$ cat config.mk
export PLATFORM = sky130hd
export DESIGN_NAME = sigma_delta_led
export DESIGN_NICKNAME = d
export VERILOG_FILES = /design/src/source/periph_pkg.sv /design/src/source/sigma_delta_led.sv
export VERILOG_INCLUDE_DIRS = /design/src /design/src/source
export SDC_FILE = /design/constraint.sdc
export NUM_CORES = 1
export LEC_CHECK = 0
export CAP_MARGIN = 5
export CORE_ASPECT_RATIO = 1.2
export CORE_MARGIN = 2
export CORE_UTILIZATION = 30
export DETAILED_ROUTE_END_ITERATION = 10
export DONT_BUFFER_PORTS = 1
export PLACE_DENSITY = 0.42
export SLEW_MARGIN = 5
export SYNTH_ARGS = -nofsm -noshare
export SYNTH_HDL_FRONTEND = slang
export SYNTH_SLANG_ARGS = --single-unit
$ cat constraint.sdc
create_clock -name clk -period 2.4 [get_ports clk]
set_clock_uncertainty 0.2 [all_clocks]
set_input_delay 0.12 -clock clk [delete_from_list [all_inputs] [get_ports clk]]
set_output_delay 0.12 -clock clk [all_outputs]
set_load 0.05 [all_outputs]
$ cat src/source/playground_macros.svh
//==========================================================================
// Playground peripheral bus constants
// Address map nibbles, one-hot IO select bits, memory depths and the
// reset values of the peripheral registers
//==========================================================================

`ifndef PLAYGROUND_MACROS_SVH
`define PLAYGROUND_MACROS_SVH

// Region codes, taken from address bits 31:28
`define REGION_RAM   4'h0            // 0x0000_0000
`define REGION_IO    4'h4            // 0x4000_0000
`define REGION_BOOT  4'h8            // 0x8000_0000

// One-hot IO select bits within the IO region
`define IO_GPIO_IN   4               // R:  registered pins
`define IO_GPIO_OUT  5               // RW: output levels
`define IO_GPIO_DIR  6               // RW: output enables
`define IO_LEDS      8               // RW: direct LED bits
`define IO_SDM_RED   9               // RW: red brightness
`define IO_SDM_GREEN 10              // RW: green brightness
`define IO_SDM_BLUE  11              // RW: blue brightness
`define IO_TICKS     18              // RW: timer count
`define IO_RELOAD    19              // RW: timer reload value

// Memory depths in 32-bit words
`define RAM_WORDS    4096            // 16 KB
`define BOOT_WORDS   256             // 1 KB

// Sigma-delta modulator width
`define SDM_WIDTH    16

// Register values after reset
`define GPIO_RESET   8'h00
`define LEDS_RESET   3'b000
`define SDM_RESET    16'h0000
`define TICKS_RESET  32'h0000_0000
`define RELOAD_RESET 32'h0000_0000

`endif

$ cat src/source/periph_pkg.sv
//==========================================================================
// Peripheral types
// IO access mode, GPIO byte, direct LED bits and LED brightness
//==========================================================================

`include "playground_macros.svh"

package periph_pkg;

   // Access mode, from address bits 3:2 of an IO access
   typedef enum logic [1:0]
   {
      WRITE  = 2'd0,                 // Plain write
      CLEAR  = 2'd1,                 // Clear bits set in the data
      SET    = 2'd2,                 // Set bits set in the data
      TOGGLE = 2'd3                  // Flip bits set in the data
   } io_mode_t;

   typedef logic [7:0] gpio_t;       // One GPIO port

   // Bit 0 red, bit 1 green, bit 2 blue
   typedef logic [2:0] led_bits_t;

   typedef logic [`SDM_WIDTH-1:0] brightness_t;

endpackage

$ cat src/source/sigma_delta_led.sv
//==========================================================================
// One LED channel
// First-order sigma-delta modulator ORed with a direct on bit
//==========================================================================

`timescale 1ns/1ps

module sigma_delta_led
   import periph_pkg::*;
(
   input  logic        clk,
   input  logic        reset_button,
   input  brightness_t brightness,   // Pulse density out of 2^16
   input  logic        led_on,       // Forces the LED on
   output logic        led
);

   brightness_t phase;               // Phase accumulator
   logic        carry;               // Registered overflow of the phase

   always_ff @(posedge clk)
   begin
      if (reset_button)
      begin
         phase <= '0;
         carry <= 1'b0;
      end
      else
      begin
         {carry, phase} <= phase + brightness;  // Carry out is the dithered pulse
      end
   end

   assign led = led_on | carry;

endmodule

# ---- Yosys cells after proc, flatten, opt, wreduce, memory -nomap -nowiden
# Cells that the tools add are included.
dict set report totals {
  wordCells 4
  out_inout_bits 1
  reg_bits 17
  inputBits 19
}
dict set report op_classes {
  addsub 1
  bitwise 1
}
# cell n
set op_table {}
lappend op_table {{16-bit by 16-bit adder with 17-bit output} 1}
lappend op_table {{1-bit OR} 1}

# ---- Depth between registers and ports, before layout
dict set report depth {
  word_depth 1
  depth_mapped 7
}

# ---- Worst setup path after synthesis
# No wires, ideal clock.
dict set report synth_path {
  path_type {reg2reg}
  from {reg phase[0]}
  to {reg phase[14]}
  period_less_slack_ns 2.294
  t_required_ns 2.079
  arrival_time_ns 1.973
  setup_time_ns 0.121
  n_path_buf 0
  path_stages_with_launch 8
  path_slack_ns 0.106
  path_cell_list {dfxtp_1 -> ha_1 -> fa_1 -> a21o_1 -> a311oi_1 -> a2bb2oi_2 -> o21ai_1 -> mux2_4}
}
dict set report synth_between {
  elab_chain_cells 1
}
# item line_no
set synth_rtl {}
lappend synth_rtl {{start: declaration} sigma_delta_led.sv:18} ;# brightness_t phase;
lappend synth_rtl {{start signal: assignment} sigma_delta_led.sv:30} ;# {carry, phase} <= phase + brightness;
lappend synth_rtl {{16-bit by 16-bit adder with 17-bit output} sigma_delta_led.sv:30}
# No other way between the ends.
# A chain may end at the register's enable or synchronous reset.

# ---- Worst setup path in the final report
dict set report layout_path {
  from {reg phase[0]}
  to {reg phase[10]}
}
# Same word-level chain as after synthesis.

==> impl_metrics.env <==
export IMPL_p_leak_uw=0.0006479
export IMPL_cts_tree="built"
export IMPL_grt_pass1_vias=1075
export IMPL_first_iter_violations=45
export IMPL_p_sw_frac=0.4137
export IMPL_syn_nets=186
export IMPL_outcome="completed"
export IMPL_syn_instance_count=150
export IMPL_crit_required_ns=2.39
export IMPL_hold_violations=0
export IMPL_start_util=0.3172
export IMPL_yosysWarnings=0
export IMPL_layout_min_cycle_time_ns=2.301
export IMPL_grt_pass1_wl_um=4836
export IMPL_cellInternalPower_uw=964.7
export IMPL_post_drt_wl_per_cell_um=13.31
export IMPL_h_tree_depth=1
export IMPL_arrival_ns=2.29
export IMPL_postRouteAntennaNets=0
export IMPL_cp_top_family="compound AO/OA/AOI/OAI gates"
export IMPL_cap_viol_max_count=0
export IMPL_path_clk_slew_ns=0.08
export IMPL_clkLatencyLatePin_ns=0.26
export IMPL_layout_nets=195
export IMPL_power_density_mw_per_mm2=1135
export IMPL_setup_slack_ns=0.09896
export IMPL_rsz0062_at_grt="no"
export IMPL_tightest_slew_ns=0.8861
export IMPL_port_buffers=0
export IMPL_netlist_area_mm2=0.001270
export IMPL_drc=0
export IMPL_die_w_um=63.40
export IMPL_pwr_share_seq=0.258
export IMPL_max_vdd_ir_drop_uv=383.4
export IMPL_gp_congestion=0.8294
export IMPL_fmax_mhz=434.6
export IMPL_root_buffer="clkbuf_8"
export IMPL_clk_path_buf_depth=2
export IMPL_critPathSlowestCell="or4_1"
export IMPL_antenna_found_initial=0
export IMPL_finalMaxSlewViolations=0
export IMPL_tns_ns=0
export IMPL_async_flop_share=0
export IMPL_overflow=0
export IMPL_hp_class="in2reg"
export IMPL_dp_cells=203
export IMPL_crit_chain="ha_1 -> fa_2 -> a21o_1 -> a311oi_2 -> nor2_2 -> or4_1 -> o211ai_1"
export IMPL_syn_avg_cell_area_um2=8.466
export IMPL_die_area_mm2=0.004772
export IMPL_grt_max_degree=27
export IMPL_num_rows=25
export IMPL_ys_seq_elements=17
export IMPL_n_antenna_cell=0
export IMPL_ys_dominant_reg_cell="dfxtp_1"
export IMPL_report_final_setup_viol=0
export IMPL_p_sw_uw=680.8
export IMPL_wl_um=2821
export IMPL_drt_vias_per_instance=5.132
export IMPL_critPathMaxFanout=3
export IMPL_critPathKind="reg2reg"
export IMPL_clkPwrFrac=0.139
export IMPL_core_mm2=0.004004
export IMPL_dr_pass1_iters=4
export IMPL_vias=1088
export IMPL_cts_buffers_inserted=3
export IMPL_grt_use_total=0.1290
export IMPL_pwr_share_comb=0.603
export IMPL_slew_limit_headroom=0.4073
export IMPL_post_route_period_util=0.9588
export IMPL_drive_above_1_share=0.1139
export IMPL_ys_seq_area_frac=0.2680
export IMPL_final_cells=212
export IMPL_ys_types=41
export IMPL_synth_edf_count=0
export IMPL_cp_start_kind="flip-flop"
export IMPL_cpPeakStageDelay_ns=0.47
export IMPL_crit_path_end_kind="flip-flop"
export IMPL_syn_to_final_growth_pct=14.19
export IMPL_dp_hpwl_um=2160
export IMPL_cts_sinks=17
export IMPL_cp_num_buf_inv=0
export IMPL_ios=20
export IMPL_dieHeight_um=75.28
export IMPL_post_place_ws_ns=0.007053
area by class of cell:
| class | count | area [um^2] |
|---|---|---|
| Inverter | 3 | 11.26 |
| Multi-Input combinational cell | 124 | 899.6 |
| Fill cell | 446 | 2554 |
| Sequential cell | 17 | 340.3 |
| Clock buffer | 3 | 41.29 |
| Clock inverter | 1 | 5.005 |
| Timing Repair Buffer | 10 | 85.08 |
| Tap cell | 54 | 67.56 |
cells by family (layout without fill, tap and decap cells):
group,count (synthesis),in the layout,share of synthesized area
simple gates,56,56,0.2256
compound gates,43,43,0.2345
fa+ha+maj,17,17,0.1734
flops,17,17,0.2680
buf+inv,9,17,0.03251
xor+xnor,4,4,0.02759
mux,4,4,0.03842
power groups by stage:
| stage | Sequential (uW) | Combinational, uW | Clock, uW |
|---|---|---|---|
| finish | 424 | 992 | 229 |
| floorplan | 425 | 775 | 0 |
| detailed placement | 432 | 958 | 0 |
| global route | 434 | 1120 | 256 |
| global placement | 428 | 953 | 0 |
| CTS | 426 | 988 | 239 |
timing repair:
action,4_1_cts,5_1_grt
endpoints found under the setup margin,1,4
pin swaps,0,1
endpoints found under the hold margin,17,0
gates resized for setup,1,2
buffers inserted,0,1
hold buffers,4,0
metrics by stage:
step | instance area (um^2) | total power (uW) | hold WS, ns | util
after floorplan | 1270 | 1200 | 0.07901 | -
after global placement | 1345 | 1382 | -0.001783 | 0.3359
after detailed placement | 1345 | 1390 | -0.0004342 | 0.3359
after CTS | 1438 | 1653 | 0.03629 | 0.3591
after global routing | 1450 | 1807 | 0.08260 | 0.3622
final | 1450 | 1646 | 0.04484 | 0.3622
cells in the mapped netlist (3+ instances only):
library cell  number  area (um^2)
a21oi_1           14        70.07
dfxtp_1           17        340.3
inv_1              3        11.26
clkbuf_1           5        18.77
mux2_1             3        33.78
nor2b_1            5        31.28
ha_1              16        200.2
nand3_1            7        35.03
a211oi_1           4        30.03
a21o_1             7        52.55
nor2_1            15        56.30
nand2_1           10        37.54
nor3_1             7        35.03
worst reg2reg max path, stage by stage (launching register included):
cell and delay [ns]:
dfxtp_1 0.30, ha_1 0.20, fa_2 0.36, a21o_1 0.22
a311oi_2 0.30, nor2_2 0.09, or4_1 0.47, o211ai_1 0.10
registers in the layout (all words and copies together) (netlist names):
name / flops
carry: 1
phase: 16
routing by layer:
metal | vias up | global-route usage | share of wire
met2 | 19 | 0.2117 | 0.44
met4 | 0 | 0.05072 | 0.015
met5 | - | 0 | 0
met1 | 492 | 0.1705 | 0.51
li1 | 572 | - | -
met3 | 5 | 0.02242 | 0.035
worst paths after layout:
path                 startpoint        end  slack (ns)  depth (start not counted)
setup / recovery       phase[0]  phase[10]         0.1                          7
hold / removal    brightness[2]   phase[2]        0.04                          3
setup reg to reg       phase[0]  phase[10]         0.1                          7
hold reg to reg       phase[15]      carry        0.43                          3
cells in the final DEF (no fill, tap or decap), types with 2 or more instances in the layout:
master / Yosys / final
a31oi_1: 2 / 2
dlygate4sd3_1: 0 / 4
dfxtp_1: 17 / 17
nand3_1: 7 / 7
a21oi_1: 14 / 14
xor2_1: 2 / 2
nor2b_1: 5 / 5
o21ai_1: 2 / 2
a311oi_2: 1 / 2
xnor2_1: 2 / 2
and3_1: 2 / 2
nand2_1: 10 / 10
o21a_1: 2 / 2
buf_4: 0 / 6
o211ai_1: 2 / 2
inv_1: 3 / 3
a211oi_1: 4 / 4
ha_1: 16 / 16
mux2_1: 3 / 3
clkbuf_8: 0 / 3
o21ai_0: 2 / 2
a21o_1: 7 / 7
nor2_1: 15 / 14
nor3_1: 7 / 7
nor3b_1: 2 / 2
Power figures use the tool's default switching activity.
