File: src/source/playground_macros.svh
//==========================================================================
// Playground peripheral bus constants
// Address map nibbles, one-hot IO select bits, memory depths and the
// reset values of the peripheral registers
//==========================================================================

`ifndef PLAYGROUND_MACROS_SVH
`define PLAYGROUND_MACROS_SVH

// Region codes, taken from address bits 31:28
`define REGION_RAM   4'h0            // 0x0000_0000
`define REGION_IO    4'h4            // 0x4000_0000
`define REGION_BOOT  4'h8            // 0x8000_0000

// One-hot IO select bits within the IO region
`define IO_GPIO_IN   4               // R:  registered pins
`define IO_GPIO_OUT  5               // RW: output levels
`define IO_GPIO_DIR  6               // RW: output enables
`define IO_LEDS      8               // RW: direct LED bits
`define IO_SDM_RED   9               // RW: red brightness
`define IO_SDM_GREEN 10              // RW: green brightness
`define IO_SDM_BLUE  11              // RW: blue brightness
`define IO_TICKS     18              // RW: timer count
`define IO_RELOAD    19              // RW: timer reload value

// Memory depths in 32-bit words
`define RAM_WORDS    4096            // 16 KB
`define BOOT_WORDS   256             // 1 KB

// Sigma-delta modulator width
`define SDM_WIDTH    16

// Register values after reset
`define GPIO_RESET   8'h00
`define LEDS_RESET   3'b000
`define SDM_RESET    16'h0000
`define TICKS_RESET  32'h0000_0000
`define RELOAD_RESET 32'h0000_0000

`endif

File: src/source/bus_pkg.sv
//==========================================================================
// Memory bus types
// Byte address, data word, byte write mask and the decoded region
//==========================================================================

`include "playground_macros.svh"

package bus_pkg;

   typedef logic [31:0] addr_t;      // Byte address from the processor
   typedef logic [31:0] word_t;      // Bus data word
   typedef logic [3:0]  wmask_t;     // One bit per byte lane

   // Region of an address, from its top nibble
   typedef enum logic [3:0]
   {
      RGN_RAM  = `REGION_RAM,
      RGN_IO   = `REGION_IO,
      RGN_BOOT = `REGION_BOOT,
      RGN_NONE = 4'hF                // Anything not mapped
   } region_t;

endpackage

File: src/source/interval_timer.sv
//==========================================================================
// Reloading tick timer
// Free-running 32-bit counter, reloads on overflow and raises a
// one-cycle interrupt when it wraps
//==========================================================================

`timescale 1ns/1ps

`include "playground_macros.svh"

module interval_timer
   import bus_pkg::*;
(
   input  logic  clk,
   input  logic  reset_button,
   input  logic  ticks_wr,           // Load the counter
   input  logic  reload_wr,          // Load the reload value
   input  word_t timer_wdata,
   output word_t ticks,
   output word_t reload,
   output logic  interrupt
);

   logic [32:0] ticks_plus_1;        // Bit 32 flags the wrap
   word_t       next_ticks;

   assign ticks_plus_1 = {1'b0, ticks} + 33'd1;
   assign next_ticks   = ticks_plus_1[32] ? reload : ticks_plus_1[31:0];

   always_ff @(posedge clk)
   begin
      if (reset_button)
      begin
         ticks     <= `TICKS_RESET;
         reload    <= `RELOAD_RESET;
         interrupt <= 1'b0;
      end
      else
      begin
         ticks     <= ticks_wr ? timer_wdata : next_ticks;  // Bus write wins
         interrupt <= ticks_plus_1[32];                       // One cycle per wrap
         if (reload_wr)
         begin
            reload <= timer_wdata;
         end
      end
   end

endmodule

File: config.mk
export PLATFORM = sky130hd
export DESIGN_NAME = interval_timer
export DESIGN_NICKNAME = d
export VERILOG_FILES = /design/src/source/bus_pkg.sv /design/src/source/interval_timer.sv
export VERILOG_INCLUDE_DIRS = /design/src /design/src/source
export SDC_FILE = /design/constraint.sdc
export NUM_CORES = 1
export LEC_CHECK = 0
export BUFFER_PORTS_ARGS = -buffer_cell sky130_fd_sc_hd__buf_2
export CORE_MARGIN = 8
export CORE_UTILIZATION = 45
export CTS_CLUSTER_DIAMETER = 50
export DETAILED_ROUTE_END_ITERATION = 7
export PLACE_DENSITY_LB_ADDON = 0.15
export SETUP_SLACK_MARGIN = 0.02
export SLEW_MARGIN = 20
export SYNTH_ARGS = -nofsm -noshare
export SYNTH_HDL_FRONTEND = slang
export SYNTH_SLANG_ARGS = --single-unit
File: constraint.sdc
create_clock -name clk -period 2.1 [get_ports clk]
set_input_delay 0.21 -clock clk [delete_from_list [all_inputs] [get_ports clk]]
set_output_delay 0.21 -clock clk [all_outputs]
set_load 0.03 [all_outputs]
**Yosys cells after proc, flatten, opt, wreduce, memory -nomap -nowiden**

Index checks and enable logic that the tools add are counted.

- Input port bits: 36
- Register bits after elaboration: 65
- Word-level logic and storage cells: 6
- Output and inout bits: 65

- Add/subtract/negate cells: 1
- Multiplexer cells: 2

Operators by type and width:

| kind | count |
|---|---|
| 32-bit two-way mux | 2 |
| 32-bit by 1-bit adder with 33-bit output, second input constant | 1 |

**Longest topological paths before layout**

Gate-level depths: netlist (run 1).

- Word-level depth: 3
- Gate-level depth with buffers: 8
- Depth with buffers taken out: 6

**Worst setup path after synthesis (run 1)**

No wires, ideal clock.

- Path kind: flip-flop to flip-flop
- From: register ticks[0]
- To: register ticks[21]
- Library setup time: 0.120 ns
- Required time: 1.980 ns
- Buffers on the path: 2
- Path slack: -0.198 ns
- Stages on the path, launching flop included: 9
- Clock period less this slack: 2.298 ns
- Data arrival time: 2.179 ns
- Cells stage by stage: dfxtp_1 ha_1 nand3_1 or4_1 buf_2 nor3_4 buf_6 nor2_1 a211o_1

- Longest elaborated chain between the ends: 3

RTL lines:

| what | line | text |
|---|---|---|
| start: declaration | interval_timer.sv:19 | `output word_t ticks,` |
| start signal: assignment | interval_timer.sv:34 | `` ticks <= `TICKS_RESET; `` |
| start signal: assignment | interval_timer.sv:40 | `ticks <= ticks_wr ? timer_wdata : next_ticks;` |
| 32-bit by 1-bit adder with 33-bit output | interval_timer.sv:27 | `assign ticks_plus_1 = {1'b0, ticks} + 33'd1;` |
| 32-bit two-way mux | interval_timer.sv:28 | `assign next_ticks = ticks_plus_1[32] ? reload : ticks_plus_1[31:0];` |
| 32-bit two-way mux | interval_timer.sv:40 |  |

Every way passes these cells.
A chain may end at the register's enable or synchronous reset.

**Final worst setup path (run 1)**

- From: register ticks[18]
- To: register ticks[25]

Same word-level chain as after synthesis.

==> parameters.txt, run 1 <==
Parameter                              Value

Worst setup path
  Crit path launch type ... flip-flop
  Crit path cell chain ... nand4_1, or4_4, buf_4, or3_1, a21oi_1, o31ai_1
  Kind of cell adding the most delay to the critical path ... simple AND/OR/NAND/NOR gates
  Slowest-stage cell, CP ... sky130_fd_sc_hd__or4_4
  Setup crit end kind ... flip-flop
  Req. time, crit path ... 2320 ps
  Largest fanout of any net on the critical path ... 7
  Worst endpoint data arrival time ... 2240 ps
  Critical path buffer and inverter count ... 1
  Maximum single-stage delay on the critical path ... 590 ps
  Crit Path Class ... flip-flop to flip-flop

Layout
  Layout cells sized above 1 ... 0.3651
  Number of diodes ... 0
  Net count of the finished layout ... 525
  Final core utilization ... 0.6132
  Most common cell after layout, fill and taps aside ... sky130_fd_sc_hd__buf_2
  Count of non-filler cells in the finished layout ... 589
  Layout overhead on the synthesized area ... 31.24%
  Fill cell total of the finished layout ... 649
  Commonest non-fill, non-tap cells in the layout ... 100 x sky130_fd_sc_hd__buf_2, 68 x sky130_fd_sc_hd__nor2_1, 50 x sky130_fd_sc_hd__dfxtp_1

Route
  Number of nets still failing antenna checks after routing ... 0
  # DRC ... 0
  Mean number of vias per cell ... 5.553
  TritonRoute pass-1 iters ... 4
  Via Count ... 3271
  Starting DRT DRC Count ... 160
  Sum of routed wire length over all layers ... 9980 um
  Per-cell routed wire length ... 16.94 um

Logic synthesis
  #FFs+latches synth ... 65
  Cells after Synth ... 374
  Mean post-synth cell area ... 8.534 um2
  Yosys warnings ... 0
  Synthesized Nets ... 411
  Library cell with the largest summed area after synthesis ... sky130_fd_sc_hd__dfxtp_1
  Top cell type's share of synthesized area ... 0.4077
  Proportion of synthesized flip-flops having asynchronous set or reset ... 0
  Register area share after synthesis ... 0.4077
  Post-synthesis instance area ... 3192 um2
  Post-synth cell types ... 49
  Biggest area contributors in the synthesized netlist ... sky130_fd_sc_hd__dfxtp_1 41%, sky130_fd_sc_hd__mux2i_1 10%, sky130_fd_sc_hd__nor2_1 8.1%
  Number of synthesized flops with an enable pin ... 0
  Most common flop cell mapped by yosys ... sky130_fd_sc_hd__dfxtp_1

Clock tree
  Clock network latency to the later pin of the worst-skew pair ... 340 ps
  Clock root buffer master ... sky130_fd_sc_hd__clkbuf_8
  H-tree levels ... 3
  Hold Buf Count CTS ... 0
  Clock transition time at the flip-flop clock pins of the worst setup and hold paths ... 70 ps
  Number of buffers inserted during clock tree synthesis ... 9
  CTS tree ... yes
  CTS Buffer Depth ... 2
  Total clock sinks ... 65

Flow run
  Count of max-cap constraint violations ... 0

Global routing
  Overall global routing resource usage ... 0.2030
  Global-route wire length before repair ... 16530 um
  Global-route congestion overflow total ... 0
  Initial antenna violation count ... 0
  Via count of the first global-routing pass ... 3296
  Largest net degree at the start of global routing ... 33

Timing
  Slew Limit Fails ... 0
  Clk_skew ... 10.44 ps
  Headroom to the max-slew limit ... 0.6490
  Summed negative setup slack over all endpoints ... 0 ps
  Share of the clock period used by the worst path ... 0.9652
  Unrepaired setup endpoints after global routing ... true
  Maximum operating frequency ... 493.4 MHz
  Final hold violation count ... 0
  Worst slew pin tran ... 522.2 ps
  Number of failing setup endpoints in the final timing report ... 0
  Minimum clock period after layout ... 2027 ps

Power and ir drop
  Pwr dens ... 675.2 nW/um2
  Peak supply drop ... 0.3665 mV
  Static leakage ... 1.914 nW

Placed design
  Count of buffers inserted at the top-level ports ... 100
  Dpl cells ... 572
  Detailed placement HPWL ... 7386 um
  Final weighted congestion in routability-driven placement ... 0.9136

Status
  Result of the run ... completed

Floorplan
  Initial Utilization ... 0.4672
  Die width ... 100.2 um
  Core Region ... 6832 um2
  FP Rows ... 30
  Area of the die ... 10040 um2
  Vertical die dimension ... 100.2 um
  IO Pins ... 101

Hold path
  Min-Delay Path Class ... input pin to flip-flop
sequential cells by signal, summed over array words and instances (netlist names):
signal and cells:
interrupt 1, reload 32, ticks 32
synthesized netlist by cell type (all sizes together), types with 3 or more instances:
| cell type | count |
|---|---|
| nand2 | 32 |
| clkbuf | 12 |
| buf | 14 |
| nor4 | 8 |
| xnor2 | 10 |
| and2 | 3 |
| a41oi | 4 |
| nor3 | 15 |
| a31oi | 5 |
| a311oi | 4 |
| nand3 | 9 |
| nor2 | 69 |
| mux2i | 32 |
| a21oi | 9 |
| inv | 4 |
| xor2 | 8 |
| and3 | 7 |
| o32ai | 8 |
| o211ai | 3 |
| a211o | 3 |
| a211oi | 6 |
| o21ai | 6 |
| a21boi | 3 |
| dfxtp | 65 |
| nand4 | 8 |
power breakdown:
| group | internal (mW) | switching [mW] | total [mW] | leakage, nW |
|---|---|---|---|---|
| clock network | 0.423 | 0.494 | 0.917 | 0.0901 |
| logic | 0.186 | 0.338 | 0.524 | 1.28 |
| registers | 1.31 | 0.0757 | 1.39 | 0.542 |
tightest hold or removal path, cell delays in order:
cell	delay, ps
sky130_fd_sc_hd__buf_2	90
sky130_fd_sc_hd__nand2_1	40
sky130_fd_sc_hd__o31ai_1	50
final timing paths:
kind	to	start	depth (start not counted)	slack, ps
max	ticks[25]$_SDFF_PP0_	ticks[18]$_SDFF_PP0_	6	70
min	ticks[25]$_SDFF_PP0_	timer_wdata[25]	3	90
max reg2reg	ticks[25]$_SDFF_PP0_	ticks[18]$_SDFF_PP0_	6	70
min reg2reg	ticks[16]$_SDFF_PP0_	reload[16]$_SDFFE_PP0P_	2	510
through the flow:
step | cell area (um2) | hold WS (ps) | worst slack [ps] | total power [mW]
after floorplan | 3229 | 318.5 | 38.05 | 1.736
after detailed placement | 3954 | 429.7 | 44.30 | 1.933
after global routing | 4189 | 93.47 | -9.152 | 2.968
final | 4189 | 85.11 | 73.18 | 2.829
after global placement | 3954 | 427.4 | 116.4 | 1.924
after CTS | 4116 | 74.16 | 33.15 | 2.841
cell type report:
cell class	instances	area [um2]	share of cell area
clock buffer	10	127.6	0.03047
clock inverter	6	35.03	0.008363
inverter	5	18.77	0.004480
multi-input combinational	278	1824	0.4355
sequential	65	1325	0.3163
tap	96	120.1	0.02867
timing repair buffer	129	738.2	0.1762
per-layer routing:
metal	routed length [um]	GRT usage	vias to the layer above
met1	4398	0.2517	1568
met3	694	0.06436	11
met4	117	0.05581	0
li1	-	-	1584
met2	4769	0.3287	108
met5	0	0	-
cell families (layout without fill, tap and decap cells):
group,after synthesis,after routing,share of synthesized area
adders and majority gates,1,1,0.003919
AOI/OAI and AO/OA,65,65,0.1548
DFF,65,65,0.4077
muxes,32,32,0.1004
and+or+nand+nor,162,162,0.2407
xor gates and xnor gates,18,18,0.04939
buffers and inverters,31,150,0.04312
repair_timing:
item | in CTS | in global routing
endpoints found under the setup margin | 0 | 23
gates resized for setup | 0 | 14
setup buffers | 0 | 1
Power figures use the tool's default switching activity.
==> run 2, diff against run 1 <==
--- a/config.mk
+++ b/config.mk
@@ -11,6 +11,7 @@
 export CORE_UTILIZATION = 45
 export CTS_CLUSTER_DIAMETER = 50
 export DETAILED_ROUTE_END_ITERATION = 7
+export GPL_TIMING_DRIVEN = 0
 export PLACE_DENSITY_LB_ADDON = 0.15
 export SETUP_SLACK_MARGIN = 0.02
 export SLEW_MARGIN = 20
==> run 2 against run 1 <==
Die area unchanged. Flip-flop and latch count stayed put. Non-clock buffer count is 11 higher. Via count up 3.5%. Clock-buffer cell count up 1. First-iteration DRC count increased by 18%. Sequential power about the same. Utilization is 2.7 points higher. Final cell count up 1.9%. Power increased by 14%. Critical endpoint is now ticks[1]$_SDFF_PP0_. Largest power group unchanged. Highest routed layer unchanged.
==> parameters.txt, run 2 (same netlist as run 1, synthesis figures left out) <==
Parameter                              Value

Status
  Result of the run ... completed

Floorplan
  Die width ... 100.2 um
  Core Region ... 6832 um2
  FP Rows ... 30
  Area of the die ... 10040 um2
  Initial Utilization ... 0.4672
  IO Pins ... 101
  Vertical die dimension ... 100.2 um

Clock tree
  Clock root buffer master ... sky130_fd_sc_hd__clkbuf_8
  H-tree levels ... 3
  Total clock sinks ... 65
  CTS tree ... yes
  Clock network latency to the later pin of the worst-skew pair ... 350 ps
  Clock transition time at the flip-flop clock pins of the worst setup and hold paths ... 70 ps
  Number of buffers inserted during clock tree synthesis ... 9
  CTS Buffer Depth ... 2

Power and ir drop
  Peak supply drop ... 0.5366 mV
  Static leakage ... 1.994 nW
  Pwr dens ... 738.9 nW/um2
  Total power ... 3.231 mW

Layout
  Layout cells sized above 1 ... 0.3552
  Number of diodes ... 0
  Layout overhead on the synthesized area ... 37.00%
  Commonest non-fill, non-tap cells in the layout ... 101 x sky130_fd_sc_hd__buf_2, 67 x sky130_fd_sc_hd__nor2_1, 49 x sky130_fd_sc_hd__dfxtp_1
  Fill cell total of the finished layout ... 627
  Most common cell after layout, fill and taps aside ... sky130_fd_sc_hd__buf_2
  Net count of the finished layout ... 536
  Register cell area after layout ... 1341 um2
  Count of non-filler cells in the finished layout ... 600
  Area occupied by multi-input gates ... 1888 um2
  Largest registers ... reload: 32 flops, ticks: 32 flops, interrupt: 1 flops

Timing
  Worst slew pin tran ... 810.8 ps
  Share of the clock period used by the worst path ... 0.9626
  Maximum operating frequency ... 494.7 MHz
  Summed negative setup slack over all endpoints ... 0 ps
  Final hold violation count ... 0
  Clk_skew ... 8.756 ps
  Unrepaired setup endpoints after global routing ... true
  Number of failing setup endpoints in the final timing report ... 0
  Minimum clock period after layout ... 2021 ps
  Headroom to the max-slew limit ... 0.4595
  Slew Limit Fails ... 0

Placed design
  Detailed placement HPWL ... 7359 um
  Dpl cells ... 569
  Final weighted congestion in routability-driven placement ... 0.9051
  Count of buffers inserted at the top-level ports ... 99

Global routing
  Global routing met3 resource utilization ... 0.05952
  Met2 track demand over resource ... 0.3472
  Most congested layer reported by global routing ... met2
  Via count of the first global-routing pass ... 3375
  Global-route wire length before repair ... 16790 um
  Global-route congestion overflow total ... 0
  Met1 track demand over resource ... 0.2525
  Initial antenna violation count ... 0
  Overall global routing resource usage ... 0.2090
  Largest net degree at the start of global routing ... 12

Hold path
  Min-Delay Path Class ... input pin to flip-flop

Route
  Number of nets still failing antenna checks after routing ... 0
  Mean number of vias per cell ... 5.643
  Sum of routed wire length over all layers ... 10500 um
  Per-cell routed wire length ... 17.50 um
  Via Count ... 3386
  # DRC ... 0
  Starting DRT DRC Count ... 189
  TritonRoute pass-1 iters ... 5

Worst setup path
  Maximum single-stage delay on the critical path ... 530 ps
  Crit Path Class ... flip-flop to flip-flop
  Largest fanout of any net on the critical path ... 5
  Slowest-stage cell, CP ... sky130_fd_sc_hd__or4_4
  Worst endpoint data arrival time ... 2270 ps
  Setup crit end kind ... flip-flop
  Req. time, crit path ... 2350 ps
  Crit path cell chain ... ha_4, nand3_4, or4_4, nor3_4, buf_6, nand2_4, a311oi_2
  Crit path launch type ... flip-flop

Flow run
  Count of max-cap constraint violations ... 0
-- run 2: cell types whose count changed in the layout (fill, tap and decap cells not counted), sizes merged --
cell,previous run,this run
clkinv,6,2
inv,5,4
bufinv,0,3
buf,129,128
clkbuf,10,23
clkinvlp,0,1
-- run 2: final timing paths --
path	start	end	slack [ps]	cells after the start
max	ticks[1]$_SDFF_PP0_	ticks[1]$_SDFF_PP0_	80	7
min reg2reg	reload[16]$_SDFFE_PP0P_	ticks[16]$_SDFF_PP0_	480	2
max reg2reg	ticks[1]$_SDFF_PP0_	ticks[1]$_SDFF_PP0_	80	7
min	timer_wdata[29]	ticks[29]$_SDFF_PP0_	70	3
-- run 2: report_power, final --
group          internal (mW)  total (mW)  switching (mW)
Combinational          0.182       0.519           0.337
Sequential              1.31        1.39          0.0827
Clock                  0.820        1.32           0.502
Total                   2.31        3.23           0.921
-- run 2: critical path: cells and delay by family, from the launching register on --
| kind | cells | cell delay (ps) |
|---|---|---|
| simple gates | 4 | 950 |
| flops | 1 | 360 |
| compound gates | 1 | 270 |
| buf+inv | 1 | 190 |
| fa+ha+maj | 1 | 140 |
-- run 2: cell type report --
cell class / instances / share of cell area
flip-flops and latches: 65 / 0.3067
repair buffers: 116 / 0.1462
multi-input cells: 278 / 0.4318
clock buffers: 11 / 0.03233
well taps: 96 / 0.02747
clock inverters: 5 / 0.02346
plain buffers: 24 / 0.02775
inverters: 5 / 0.004292
-- run 2: metal layers --
metal	wire [um]	vias up	part of all wire
met5	0	-	0
met4	205	0	0.020
met3	896	28	0.085
met2	5007	154	0.48
met1	4392	1589	0.42
li1	-	1615	-
-- run 2: timing repair --
item	in CTS	in global routing
resized for setup	19	22
pin swaps	6	11
endpoints found under the hold margin	0	0
buffers inserted	10	5
cloned	2	0
setup endpoints to repair	22	29
hold buffers	0	0
-- run 2: per-stage QoR --
| stage | hold WS, ps | cell area, um2 | util | worst slack [ps] |
|---|---|---|---|---|
| floorplan | 318.5 | 3229 | - | 38.05 |
| global placement | 428.5 | 3845 | 0.5628 | -169.5 |
| detailed placement | 433.5 | 3845 | 0.5628 | -167.0 |
| CTS | 68.91 | 4267 | 0.6245 | 24.16 |
| global route | 96.32 | 4373 | 0.6401 | -5.690 |
| finish | 72.37 | 4373 | 0.6401 | 78.63 |
