$ cat config.mk
export PLATFORM = sky130hd
export DESIGN_NAME = io_registers
export DESIGN_NICKNAME = d
export VERILOG_FILES = /design/src/source/bus_pkg.sv /design/src/source/periph_pkg.sv /design/src/source/io_registers.sv
export VERILOG_INCLUDE_DIRS = /design/src /design/src/source
export SDC_FILE = /design/constraint.sdc
export NUM_CORES = 1
export LEC_CHECK = 0
export ABC_AREA = 1
export ABC_CLOCK_PERIOD_IN_PS = 4300
export BUFFER_PORTS_ARGS = -buffer_cell sky130_fd_sc_hd__buf_4
export CORE_AREA = 2 2 114 116
export CTS_CLUSTER_DIAMETER = 30
export CTS_CLUSTER_SIZE = 28
export DETAILED_ROUTE_END_ITERATION = 16
export DIE_AREA = 0 0 116 118
export PLACE_DENSITY = 0.94
export SLEW_MARGIN = 10
export SYNTH_ARGS = -nofsm -noshare
export SYNTH_HDL_FRONTEND = slang
export SYNTH_SLANG_ARGS = --single-unit
export TNS_END_PERCENT = 1
$ cat constraint.sdc
create_clock -name clk -period 4.3 [get_ports clk]
set_clock_uncertainty 0.05 [all_clocks]
set_input_delay 0.215 -clock clk [delete_from_list [all_inputs] [get_ports clk]]
set_output_delay 0.215 -clock clk [all_outputs]
set_load 0.005 [all_outputs]
$ cat src/source/playground_macros.svh
//==========================================================================
// Playground peripheral bus constants
// Address map nibbles, one-hot IO select bits, memory depths and the
// reset values of the peripheral registers
//==========================================================================

`ifndef PLAYGROUND_MACROS_SVH
`define PLAYGROUND_MACROS_SVH

// Region codes, taken from address bits 31:28
`define REGION_RAM   4'h0            // 0x0000_0000
`define REGION_IO    4'h4            // 0x4000_0000
`define REGION_BOOT  4'h8            // 0x8000_0000

// One-hot IO select bits within the IO region
`define IO_GPIO_IN   4               // R:  registered pins
`define IO_GPIO_OUT  5               // RW: output levels
`define IO_GPIO_DIR  6               // RW: output enables
`define IO_LEDS      8               // RW: direct LED bits
`define IO_SDM_RED   9               // RW: red brightness
`define IO_SDM_GREEN 10              // RW: green brightness
`define IO_SDM_BLUE  11              // RW: blue brightness
`define IO_TICKS     18              // RW: timer count
`define IO_RELOAD    19              // RW: timer reload value

// Memory depths in 32-bit words
`define RAM_WORDS    4096            // 16 KB
`define BOOT_WORDS   256             // 1 KB

// Sigma-delta modulator width
`define SDM_WIDTH    16

// Register values after reset
`define GPIO_RESET   8'h00
`define LEDS_RESET   3'b000
`define SDM_RESET    16'h0000
`define TICKS_RESET  32'h0000_0000
`define RELOAD_RESET 32'h0000_0000

`endif

$ cat src/source/bus_pkg.sv
//==========================================================================
// Memory bus types
// Byte address, data word, byte write mask and the decoded region
//==========================================================================

`include "playground_macros.svh"

package bus_pkg;

   typedef logic [31:0] addr_t;      // Byte address from the processor
   typedef logic [31:0] word_t;      // Bus data word
   typedef logic [3:0]  wmask_t;     // One bit per byte lane

   // Region of an address, from its top nibble
   typedef enum logic [3:0]
   {
      RGN_RAM  = `REGION_RAM,
      RGN_IO   = `REGION_IO,
      RGN_BOOT = `REGION_BOOT,
      RGN_NONE = 4'hF                // Anything not mapped
   } region_t;

endpackage

$ cat src/source/periph_pkg.sv
//==========================================================================
// Peripheral types
// IO access mode, GPIO byte, direct LED bits and LED brightness
//==========================================================================

`include "playground_macros.svh"

package periph_pkg;

   // Access mode, from address bits 3:2 of an IO access
   typedef enum logic [1:0]
   {
      WRITE  = 2'd0,                 // Plain write
      CLEAR  = 2'd1,                 // Clear bits set in the data
      SET    = 2'd2,                 // Set bits set in the data
      TOGGLE = 2'd3                  // Flip bits set in the data
   } io_mode_t;

   typedef logic [7:0] gpio_t;       // One GPIO port

   // Bit 0 red, bit 1 green, bit 2 blue
   typedef logic [2:0] led_bits_t;

   typedef logic [`SDM_WIDTH-1:0] brightness_t;

endpackage

$ cat src/source/io_registers.sv
//==========================================================================
// One-hot IO register file
// GPIO, LED and brightness registers with write, clear, set and toggle
// access, timer write strobes and a read word buffered on the strobe
//==========================================================================

`timescale 1ns/1ps

`include "playground_macros.svh"

module io_registers
   import bus_pkg::*;
   import periph_pkg::*;
(
   input  logic        clk,
   input  logic        reset_button,
   input  logic        io_wstrb,     // Write to the IO region
   input  logic        io_rstrb,     // Read from the IO region
   input  logic [19:2] io_address,
   input  word_t       io_wdata,
   input  gpio_t       gpio_in,
   output gpio_t       gpio_out,
   output gpio_t       gpio_dir,
   output led_bits_t   led_on,
   output brightness_t sdm_red,
   output brightness_t sdm_green,
   output brightness_t sdm_blue,
   input  word_t       ticks,        // Timer state, for read-back
   input  word_t       reload,
   output logic        ticks_wr,
   output logic        reload_wr,
   output word_t       timer_wdata,
   output word_t       io_rdata      // Valid one edge after io_rstrb
);

   gpio_t    gpio_in_q;              // Pins sampled once before use
   word_t    read_word;              // OR over all selected registers
   word_t    modified;               // Value to store after the access mode
   io_mode_t mode;

   always_ff @(posedge clk)
   begin
      gpio_in_q <= gpio_in;
   end

   // Several select bits may be set at once, their values are ORed
   assign read_word =
      (io_address[`IO_GPIO_IN]   ? word_t'(gpio_in_q) : '0) |
      (io_address[`IO_GPIO_OUT]  ? word_t'(gpio_out)  : '0) |
      (io_address[`IO_GPIO_DIR]  ? word_t'(gpio_dir)  : '0) |
      (io_address[`IO_LEDS]      ? word_t'(led_on)    : '0) |
      (io_address[`IO_SDM_RED]   ? word_t'(sdm_red)   : '0) |
      (io_address[`IO_SDM_GREEN] ? word_t'(sdm_green) : '0) |
      (io_address[`IO_SDM_BLUE]  ? word_t'(sdm_blue)  : '0) |
      (io_address[`IO_TICKS]     ? ticks              : '0) |
      (io_address[`IO_RELOAD]    ? reload             : '0);

   assign mode = io_mode_t'(io_address[3:2]);

   always_comb
   begin
      case (mode)
         CLEAR:   modified = ~io_wdata & read_word;
         SET:     modified =  io_wdata | read_word;
         TOGGLE:  modified =  io_wdata ^ read_word;
         default: modified =  io_wdata;              // WRITE
      endcase
   end

   // Timer registers live in the timer, it only gets the strobes
   assign ticks_wr    = io_wstrb & io_address[`IO_TICKS];
   assign reload_wr   = io_wstrb & io_address[`IO_RELOAD];
   assign timer_wdata = modified;

   always_ff @(posedge clk)
   begin
      if (reset_button)
      begin
         gpio_out  <= `GPIO_RESET;
         gpio_dir  <= `GPIO_RESET;
         led_on    <= `LEDS_RESET;
         sdm_red   <= `SDM_RESET;
         sdm_green <= `SDM_RESET;
         sdm_blue  <= `SDM_RESET;
      end
      else if (io_wstrb)
      begin
         if (io_address[`IO_GPIO_OUT])  gpio_out  <= modified[7:0];
         if (io_address[`IO_GPIO_DIR])  gpio_dir  <= modified[7:0];
         if (io_address[`IO_LEDS])      led_on    <= modified[2:0];
         if (io_address[`IO_SDM_RED])   sdm_red   <= modified[`SDM_WIDTH-1:0];
         if (io_address[`IO_SDM_GREEN]) sdm_green <= modified[`SDM_WIDTH-1:0];
         if (io_address[`IO_SDM_BLUE])  sdm_blue  <= modified[`SDM_WIDTH-1:0];
      end
   end

   // Hold the word of the strobe cycle for the processor
   always_ff @(posedge clk)
   begin
      if (io_rstrb)
      begin
         io_rdata <= read_word;
      end
   end

endmodule

## Word level (Yosys, flattened, before mapping)

Cells that the tools add are included.

- Flip-flop bits (word level): 107
- Logic and storage cells: 41

- Eq/ne operators: 3
- Muxes and demuxes: 10
- Bitwise gates (word level): 14
- Reduce and logical (&&, ||, !) cells: 6

Operator list:

| operator | count |
|---|---|
| case mux 32 bit (3 select lines) | 1 |
| 2-to-1 mux 32 bit | 2 |
| bitwise OR 32 bit | 2 |
| 2-to-1 mux 16 bit | 3 |
| bitwise AND 32 bit | 1 |
| inverter 32 bit | 1 |
| bitwise OR 16 bit | 2 |
| bitwise OR 16 x 32 -> 32 bit | 1 |
| XOR 32 bit | 1 |
| 2-to-1 mux 8 bit | 3 |
| bitwise OR 8 x 16 -> 16 bit | 1 |
| bitwise OR 8 bit | 2 |
| AND reduction 2 bit | 6 |
| bitwise OR 8 x 3 -> 8 bit | 1 |
| equality test 2 bit, second input constant | 2 |
| 2-to-1 mux 3 bit | 1 |
| bitwise AND 1 bit | 2 |
| equality test 2 x 1 -> 1 bit, second input constant | 1 |

## Depth between registers and ports, before layout

Gate-level depths: netlist of run 1.

- Depth after elaboration: 11
- Gate-level depth with buffers: 13
- Depth with buffers taken out: 12

## Least setup slack after synthesis of run 1

No wires, ideal clock.

- Kind: input to register
- Start: input port io_address[10] (netlist bit)
- End: register gpio_dir[2]
- Library setup time: 0.117 ns
- Arrival: 1.666 ns
- Setup slack: 2.467 ns
- Cell stages on the path: 12
- Path buffers: 2
- Path through: buf_2 > clkbuf_1 > a21oi_1 > nand2_1 > nor2_1 > inv_1 > ha_1 > inv_1 > nand3_1 > nand4_1 > nor2_1 > nor2_1

- Longest elaborated chain between the ends: 7

Ends and longest elaborated chain:

| element | line | source |
|---|---|---|
| start, declared | io_registers.sv:19 | `input logic [19:2] io_address,` |
| 2-to-1 mux 16 bit (*) | io_registers.sv:53 | `` (io_address[`IO_SDM_GREEN] ? word_t'(sdm_green) : '0) \| `` |
| bitwise OR 16 bit (*) (2 in a row) | io_registers.sv:48 | `` (io_address[`IO_GPIO_IN] ? word_t'(gpio_in_q) : '0) \| `` |
| bitwise OR 16 x 32 -> 32 bit (*) | io_registers.sv:48 |  |
| bitwise OR 32 bit (*) | io_registers.sv:48 |  |
| net read_word[2] | io_registers.sv:37 | `word_t read_word;` |
| XOR 32 bit, or another cell as far along | io_registers.sv:65 | `TOGGLE: modified = io_wdata ^ read_word;` |
| case mux 32 bit (3 select lines) (*) | io_registers.sv:62 | `case (mode)` |
| net timer_wdata[2] | io_registers.sv:32 | `output word_t timer_wdata,` |
| end signal, assigned | io_registers.sv:80 | `` gpio_dir <= `GPIO_RESET; `` |
| end signal, assigned | io_registers.sv:89 | `` if (io_address[`IO_GPIO_DIR]) gpio_dir <= modified[7:0]; `` |
| end, declared | io_registers.sv:23 | `output gpio_t gpio_dir,` |

Mark *: on every way through the listed nets, which the timed path passes. The rest lies on a longest branch.
A chain may end at the register's enable or synchronous reset.

## Worst setup path after layout of run 1

- Start: register sdm_blue[2]
- End: output port timer_wdata[2]

- Longest elaborated chain between the ends: 6

Ends and longest elaborated chain:

| element | line | source |
|---|---|---|
| start, declared | io_registers.sv:27 | `output brightness_t sdm_blue,` |
| start signal, assigned | io_registers.sv:84 | `` sdm_blue <= `SDM_RESET; `` |
| start signal, assigned | io_registers.sv:93 | `` if (io_address[`IO_SDM_BLUE]) sdm_blue <= modified[`SDM_WIDTH-1:0]; `` |
| 2-to-1 mux 16 bit (*) | io_registers.sv:54 | `` (io_address[`IO_SDM_BLUE] ? word_t'(sdm_blue) : '0) \| `` |
| bitwise OR 16 bit (*) | io_registers.sv:48 |  |
| bitwise OR 16 x 32 -> 32 bit (*) | io_registers.sv:48 |  |
| bitwise OR 32 bit (*) | io_registers.sv:48 |  |
| net read_word[2] | io_registers.sv:37 |  |
| XOR 32 bit, or another cell as far along | io_registers.sv:65 |  |
| case mux 32 bit (3 select lines) (*) | io_registers.sv:62 |  |
| end, declared | io_registers.sv:32 |  |

Marked as above.

==> summary.md, run 1 <==
| Metric | Value |
|---|---|
| Status | `completed` |
| Die width | `roughly 120 um` |
| Final core utilization | `70.74%` |
| Num CTS Buffers | `9` |
| Gr busiest metal | `met2` |
| GRT Total Usage | `about a third` |
| Worst Setup Slack, final | `between 1.5 and 2 ns` |
| Register area share after synthesis | `between 30% and 40%` |
| Detailed Route WL | `~22000 um` |
| Period utilization | `a little over three fifths` |
| Vias in the first global route | `6729` |
| Largest net degree at the start of global routing | `~70` |
| IO buf count | `251` |
| Pre-CTS WS | `1.906 ns` |
| Crit end category | `output port` |
| Layout area overhead | `35.06%` |
| RSZ-0062 raised after global routing | `false` |
| CP Launch Type | `flip-flop` |
| I/O pin count | `around 260` |
| Diode count | `0` |
| Worst min path class | `in2reg` |
| Die area | `around 0.014 mm2` |
| Setup TNS | `0 ns` |
| Multi-input logic area | `about 0.0033 mm2` |
| Final Hold Fails | `0` |
| Die height | `roughly 120 um` |
| Layout cells sized above 1 | `about 26%` |
| Skew-Pair Late Insertion Delay | `0.36 ns` |
| Final setup viols | `0` |
| FFs w/ async S/R, synth | `0%` |
| Max-slew violations | `0` |
| Most frequent CP cell | `nand2_1` |
| Crit path time final | `roughly 2.7 ns` |
| Met2 usage | `between 50% and 60%` |
| Worst hold-check slack | `~0.15 ns` |
| WL per Instance | `about 17 um` |
| DR pass1 iterations | `5` |
| CTS tree | `yes` |
| Dominant synthesized flop cell | `dfxtp_1` |
| Syn avg cell area | `slightly above 7 um2` |
| Fmax | `368.9 MHz` |
| Clock net sink count | `between 100 and 150` |
| FP Rows | `41` |
| Ordered cell list for the critical path | `nand2_1, nand2_1, a21oi_1, nand2_1, nor2_1, inv_1, ha_1, inv_1, nand3_1, nand4_1, buf_4` |
| Initial DRC count | `around 530` |
| Reg2Reg Setup Slack | `2.06 ns` |
| Final ANT Viol Nets | `0` |
| Maximum VDD drop | `about 0.28 mV` |
| Gate count of the mapped netlist | `roughly 900` |
| Yosys reg bits | `~110` |
| Vias | `~7000` |
| CP Max Fanout | `7` |
| Critical Setup Path Class | `reg2out` |
| Worst slew margin | `a little under half` |
| Remaining Overflow, GRT | `0` |
| Dpl hpwl | `16000 um` |
| Pleak | `0.004629 uW` |
| CTS max path bufs | `2` |
| GR Layer Usage met3 | `between 10% and 20%` |
| Pwr/cell area | `311.5 mW/mm2` |
| Mapped cell area | `approximately 0.0065 mm2` |
| Worst-path clk slew | `roughly 0.08 ns` |
| Mapped Nets | `1092` |
| Fin nets | `approximately 1300` |
| Root buffer cell | `clkbuf_16` |
| Initial Util | `a little over half` |
| Core Region | `about 0.012 mm2` |
| Global-route wire length before repair | `around 34000 um` |
| Slowest CP cell | `nand4_1` |
| Post-synth cell types | `23` |
| H-tree levels | `3` |
| Max_cap viols | `0` |
| EDFF count, synth | `32` |
| Met1 Track Usage GR | `36.25%` |
| Ys Warns | `0` |
| Vias per inst | `between 5 and 6` |
| Actual slew at the worst max-slew pin | `around 0.81 ns` |
| DRC errors left | `0` |
| Crit path required time | `~4 ns` |
| Routability cong. | `roughly 0.92` |
| Crit-path max cell delay | `between 0.4 and 0.5 ns` |
| Initial antenna violation count | `0` |
| Reg area | `0.002462 mm2` |
| Arrival @ worst endpoint | `approximately 2.5 ns` |
| Filler cells | `960` |
sequential cells by signal, summed over array words and instances (netlist names):
register / flops
gpio_dir: 8
sdm_blue: 16
gpio_in_q: 8
led_on: 3
io_rdata: 32
sdm_green: 16
sdm_red: 16
gpio_out: 8
worst max-delay path, delay by kind of cell (launching register included):
kind,cells,cell delay (ns)
DFF,1,0.34
and+or+nand+nor,6,0.85
buffers and inverters,3,0.45
adders and majority gates,1,0.28
AOI/OAI and AO/OA,1,0.17
final cells by class:
cell class	count	area share [%]
clock buffers	10	2.721
multi-input cells	596	37.04
flip-flops and latches	107	28.04
inverters	153	6.539
well taps	172	2.450
clock inverters	6	0.6696
repair buffers	261	22.54
stage by stage:
stage | area, um2 | std cells | total power, uW
global route | 8782 | 1305 | 2861
CTS | 8782 | 1305 | 2732
global placement | 8404 | 1281 | 1866
finish | 8782 | 1305 | 2736
floorplan | 6502 | 902 | 1520
detailed placement | 8404 | 1281 | 1893
cell families (layout without fill, tap and decap cells):
| logic type | count (synthesis) | count (layout) | share of synthesized area (%) |
|---|---|---|---|
| AND/OR/NAND/NOR | 385 | 385 | 24.84 |
| buffers and inverters | 199 | 430 | 12.10 |
| AO/OA/AOI/OAI | 147 | 147 | 12.87 |
| flip-flops | 107 | 107 | 37.87 |
| adder cells (fa/ha/maj) | 64 | 64 | 12.31 |
worst paths after layout:
path	cells after the start	end	start
setup reg to reg	12	led_on[2]$_SDFFE_PP0P_	sdm_blue[2]$_SDFFE_PP0P_
hold / removal	3	io_rdata[12]$_DFFE_PP_	reload[12]
setup / recovery	11	timer_wdata[2]	sdm_blue[2]$_SDFFE_PP0P_
hold reg to reg	2	gpio_out[6]$_SDFFE_PP0P_	gpio_out[6]$_SDFFE_PP0P_
synthesized netlist by cell type (5+ instances only):
master     count  area share (%)
nand2_1      191              11
inv_1        151             8.7
nor2_1       113             6.5
dfxtp_1       75              23
o21ai_0       72             5.5
ha_1          64              12
nand3_1       39             3.0
a21oi_1       36             2.8
edfxtp_1      32              15
clkbuf_1      23             1.3
o22ai_1       18             1.7
buf_2         17             1.3
nor3_1        12            0.92
o2111ai_1     11             1.5
or2_2         11             1.1
a22o_1        10             1.3
nand4_1       10            0.96
buf_4          5            0.58
nand4_2        5            0.96
layout by cell type (no fill, tap or decap), types with 10 or more instances in the layout:
cell type	netlist	final
nand4_1	10	10
nor3_1	12	12
nand2_1	191	191
or2_2	11	11
o2111ai_1	11	11
o22ai_1	18	18
nor2_1	113	113
a22o_1	10	10
dfxtp_1	75	75
a21oi_1	36	36
edfxtp_1	32	32
inv_1	151	151
buf_4	5	253
o21ai_0	72	72
nand3_1	39	39
ha_1	64	64
layer usage:
| metal | up-vias | wire length, um |
|---|---|---|
| met2 | 410 | 10400 |
| met1 | 3226 | 7964 |
| met5 | - | 0 |
| met3 | 68 | 2471 |
| met4 | 0 | 853 |
| li1 | 3329 | - |
where the power goes:
part	switching, uW	internal [uW]	total, uW	leakage, uW
Combinational	392	332	723	0.00355
Clock	421	423	845	0.000148
Sequential	46.9	1120	1170	0.000926
timing repair:
action | CTS | global route
gates resized for setup | 0 | 0
endpoints found under the setup margin | 0 | 0
hold endpoints to repair | 8 | 0
hold buffers | 8 | 0
setup buffers | 0 | 0
Note: power is estimated with default switching activity, not from simulation.
==> run 2: changes to the inputs <==
- ABC_CLOCK_PERIOD_IN_PS: 4300 -> 2800
- CORE_AREA: 2 2 114 116 -> 2 2 118 120
- DIE_AREA: 0 0 116 118 -> 0 0 120 122
- PLACE_DENSITY: 0.94 -> 0.89
- clock period: 4.3 -> 2.8 ns (I/O delays scaled with it)
==> run 2 against run 1 <==
  * Critical path depth shrank 2
  * Count of clock-buffer cells in the layout shrank 1
  * Routed wire length shrank 2.0%
  * Die area grew 7.0%
  * Hold slack lost 0.069 ns
  * Global-route usage shrank 3.8 points
==> summary.md, run 2 (same netlist as run 1, synthesis figures left out) <==
| Metric | Value |
|---|---|
| Status | `completed (unchanged)` |
| Reg2Reg Setup Slack | `0.62 ns (was 2.06 ns)` |
| Crit path required time | `2.61 ns (was 4.03 ns)` |
| Detailed Route WL | `21260 um (was 21690 um)` |
| Initial DRC count | `544 (was 533)` |
| WL per Instance | `16.15 um (was 16.62 um)` |
| Layout cells sized above 1 | `25.88% (was 25.68%)` |
| Critical Setup Path Class | `reg2out (unchanged)` |
| Most frequent CP cell | `inv_1 (was nand2_1)` |
| Final ANT Viol Nets | `0 (unchanged)` |
| Most flop-heavy register | `io_rdata (unchanged)` |
| Crit end category | `output port (unchanged)` |
| Global-route wire length before repair | `31700 um (was 33930 um)` |
| Setup TNS | `0 ns (unchanged)` |
| CP Buf/Inv Count | `3 (unchanged)` |
| Layout area overhead | `35.25% (was 35.06%)` |
| CTS tree | `yes (unchanged)` |
| Slowest CP cell | `nor3_1 (was nand4_1)` |
| Skew-Pair Late Insertion Delay | `0.35 ns (was 0.36 ns)` |
| H-tree levels | `3 (unchanged)` |
| Worst min path class | `in2reg (unchanged)` |
| Num CTS Buffers | `9 (unchanged)` |
| Clock net sink count | `107 (unchanged)` |
| Core Region | `0.01350 mm2 (was 0.01241 mm2)` |
| Final Hold Fails | `0 (unchanged)` |
| Final setup viols | `0 (unchanged)` |
| Top delay family on crit path | `simple AND/OR/NAND/NOR gates (unchanged)` |
| Die area | `0.01464 mm2 (was 0.01369 mm2)` |
| Worst Setup Slack, final | `0.2475 ns (was 1.589 ns)` |
| Max reg flops | `32 (unchanged)` |
| Reg-to-reg startpoint | `sdm_green[3]$_SDFFE_PP0P_ (was sdm_blue[2]$_SDFFE_PP0P_)` |
| CP Launch Type | `flip-flop (unchanged)` |
| Worst r2r path cells | `10 (was 12)` |
| Initial antenna violation count | `0 (unchanged)` |
| Worst-path clk slew | `0.07 ns (was 0.08 ns)` |
| IO buf count | `251 (unchanged)` |
| Maximum VDD drop | `0.2995 mV (was 0.2845 mV)` |
| CTS max path bufs | `2 (unchanged)` |
| Fmax | `roughly 390 MHz` |
| Worst hold path endpoint | `io_rdata[10]$_DFFE_PP_ (was io_rdata[12]$_DFFE_PP_)` |
| Pleak | `0.004637 uW (was 0.004629 uW)` |
| Largest net degree at the start of global routing | `68 (unchanged)` |
| Crit path time final | `2.552 ns` |
| Max_cap viols | `0 (unchanged)` |
| GRT Total Usage | `27.80% (was 31.63%)` |
| Hold Path Depth | `3 (unchanged)` |
| I/O pin count | `259 (unchanged)` |
| Commonest non-fill, non-tap cell in the layout | `buf_4 (unchanged)` |
| Die height | `122 um (was 118 um)` |
| Pre-CTS WS | `0.5791 ns (was 1.906 ns)` |
| Crit-path max cell delay | `0.44 ns (was 0.42 ns)` |
| Fin nets | `1321 (was 1318)` |
| Actual slew at the worst max-slew pin | `0.6314 ns (was 0.8073 ns)` |
| Ordered cell list for the critical path | `nand2_1, nand4_1, nor3_1, inv_1, ha_1, inv_1, nand3_1, nand4_2, buf_4 (was nand2_1, nand2_1, a21oi_1, nand2_1, nor2_1, inv_1, ha_1, inv_1, nand3_1, nand4_1, buf_4)` |
| DRC errors left | `0 (unchanged)` |
| RSZ-0062 raised after global routing | `false (unchanged)` |
| Routability cong. | `0.9346 (was 0.9234)` |
| Dpl hpwl | `15500 um (was 16000 um)` |
| Worst slew margin | `57.86% (was 45.98%)` |
| Initial Util | `48.15% (was 52.38%)` |
| Root buffer cell | `clkbuf_16 (unchanged)` |
| Period utilization | `between 90% and 100%` |
| CP Max Fanout | `6 (was 7)` |
| Max-slew violations | `0 (unchanged)` |
| Arrival @ worst endpoint | `2.36 ns (was 2.45 ns)` |
| Diode count | `0 (unchanged)` |
| Vias in the first global route | `6331 (was 6729)` |
| Hold_sp | `reload[10] (was reload[12])` |
| Remaining Overflow, GRT | `0 (unchanged)` |
| DR pass1 iterations | `5 (unchanged)` |
| Pwr/cell area | `469.2 mW/mm2 (was 311.5 mW/mm2)` |
| RR Endpoint | `sdm_red[3]$_SDFFE_PP0P_ (was led_on[2]$_SDFFE_PP0P_)` |
| Most frequent cells in the layout | `buf_4 (256), nand2_1 (191), inv_1 (151) (was buf_4 (253), nand2_1 (191), inv_1 (151))` |
| FP Rows | `43 (was 41)` |
| Vias | `6897 (was 7033)` |
| Filler cells | `1136 (was 960)` |
| Vias per inst | `5.241 (was 5.389)` |
| Die width | `120 um (was 116 um)` |
## run 2: per-layer routing
metal / up-vias / GRT usage, % / part of all wire, %
met2: 382 / 47.23 / 47
met3: 57 / 7.678 / 11
met5: - / 0 / 0
li1: 3329 / - / -
met1: 3129 / 32.70 / 39
met4: 0 / 12.72 / 3.4
## run 2: power by group
group | switching [uW] | total, uW | internal, uW
Sequential | 70.7 | 1790 | 1720
Combinational | 597 | 1110 | 512
Clock | 612 | 1220 | 613
## run 2: repair_timing
action	CTS	global route
setup buffers	0	0
endpoints found under the hold margin	8	0
hold buffers	8	0
gates resized for setup	0	0
## run 2: worst max path at each step
stage | slack [ns] | to | startpoint | cells past startpoint
after floorplan | 1.04 | gpio_dir[2]$_SDFFE_PP0P_ | io_address[10] | 12
after global placement | 0.58 | timer_wdata[28] | io_address[18] | 8
after detailed placement | 0.58 | timer_wdata[28] | io_address[18] | 8
after CTS | 0.33 | timer_wdata[2] | sdm_blue[2]$_SDFFE_PP0P_ | 11
after global routing | 0.06 | timer_wdata[2] | sdm_blue[2]$_SDFFE_PP0P_ | 11
final | 0.25 | timer_wdata[3] | sdm_green[3]$_SDFFE_PP0P_ | 9
## run 2: worst register-to-register path: cells and delay by family, from the launching register on
family | cells | cell delay (ns)
and+or+nand+nor | 7 | 1.21
DFF | 1 | 0.34
adders and majority gates | 1 | 0.30
buffers and inverters | 2 | 0.18
## run 2: area by class of cell
type,instances,area (um2),share of cell area (%)
well taps,180,225.2,2.561
clock inverters,7,52.55,0.5975
flip-flops and latches,107,2462,28.00
repair buffers,264,2002,22.76
clock buffers,9,225.2,2.561
inverters,153,574.3,6.530
multi-input cells,596,3253,36.99
## run 2: through the flow
step	util [%]	instances	hold slack, ns	power, uW	cell area [um2]
finish	65.13	1316	0.08572	4126	8795
global route	65.13	1316	0.09715	4313	8795
CTS	65.13	1316	0.07477	4130	8795
detailed placement	62.48	1292	0.1956	2904	8437
global placement	62.48	1292	0.1947	2872	8437
floorplan	-	902	0.1177	2335	6502
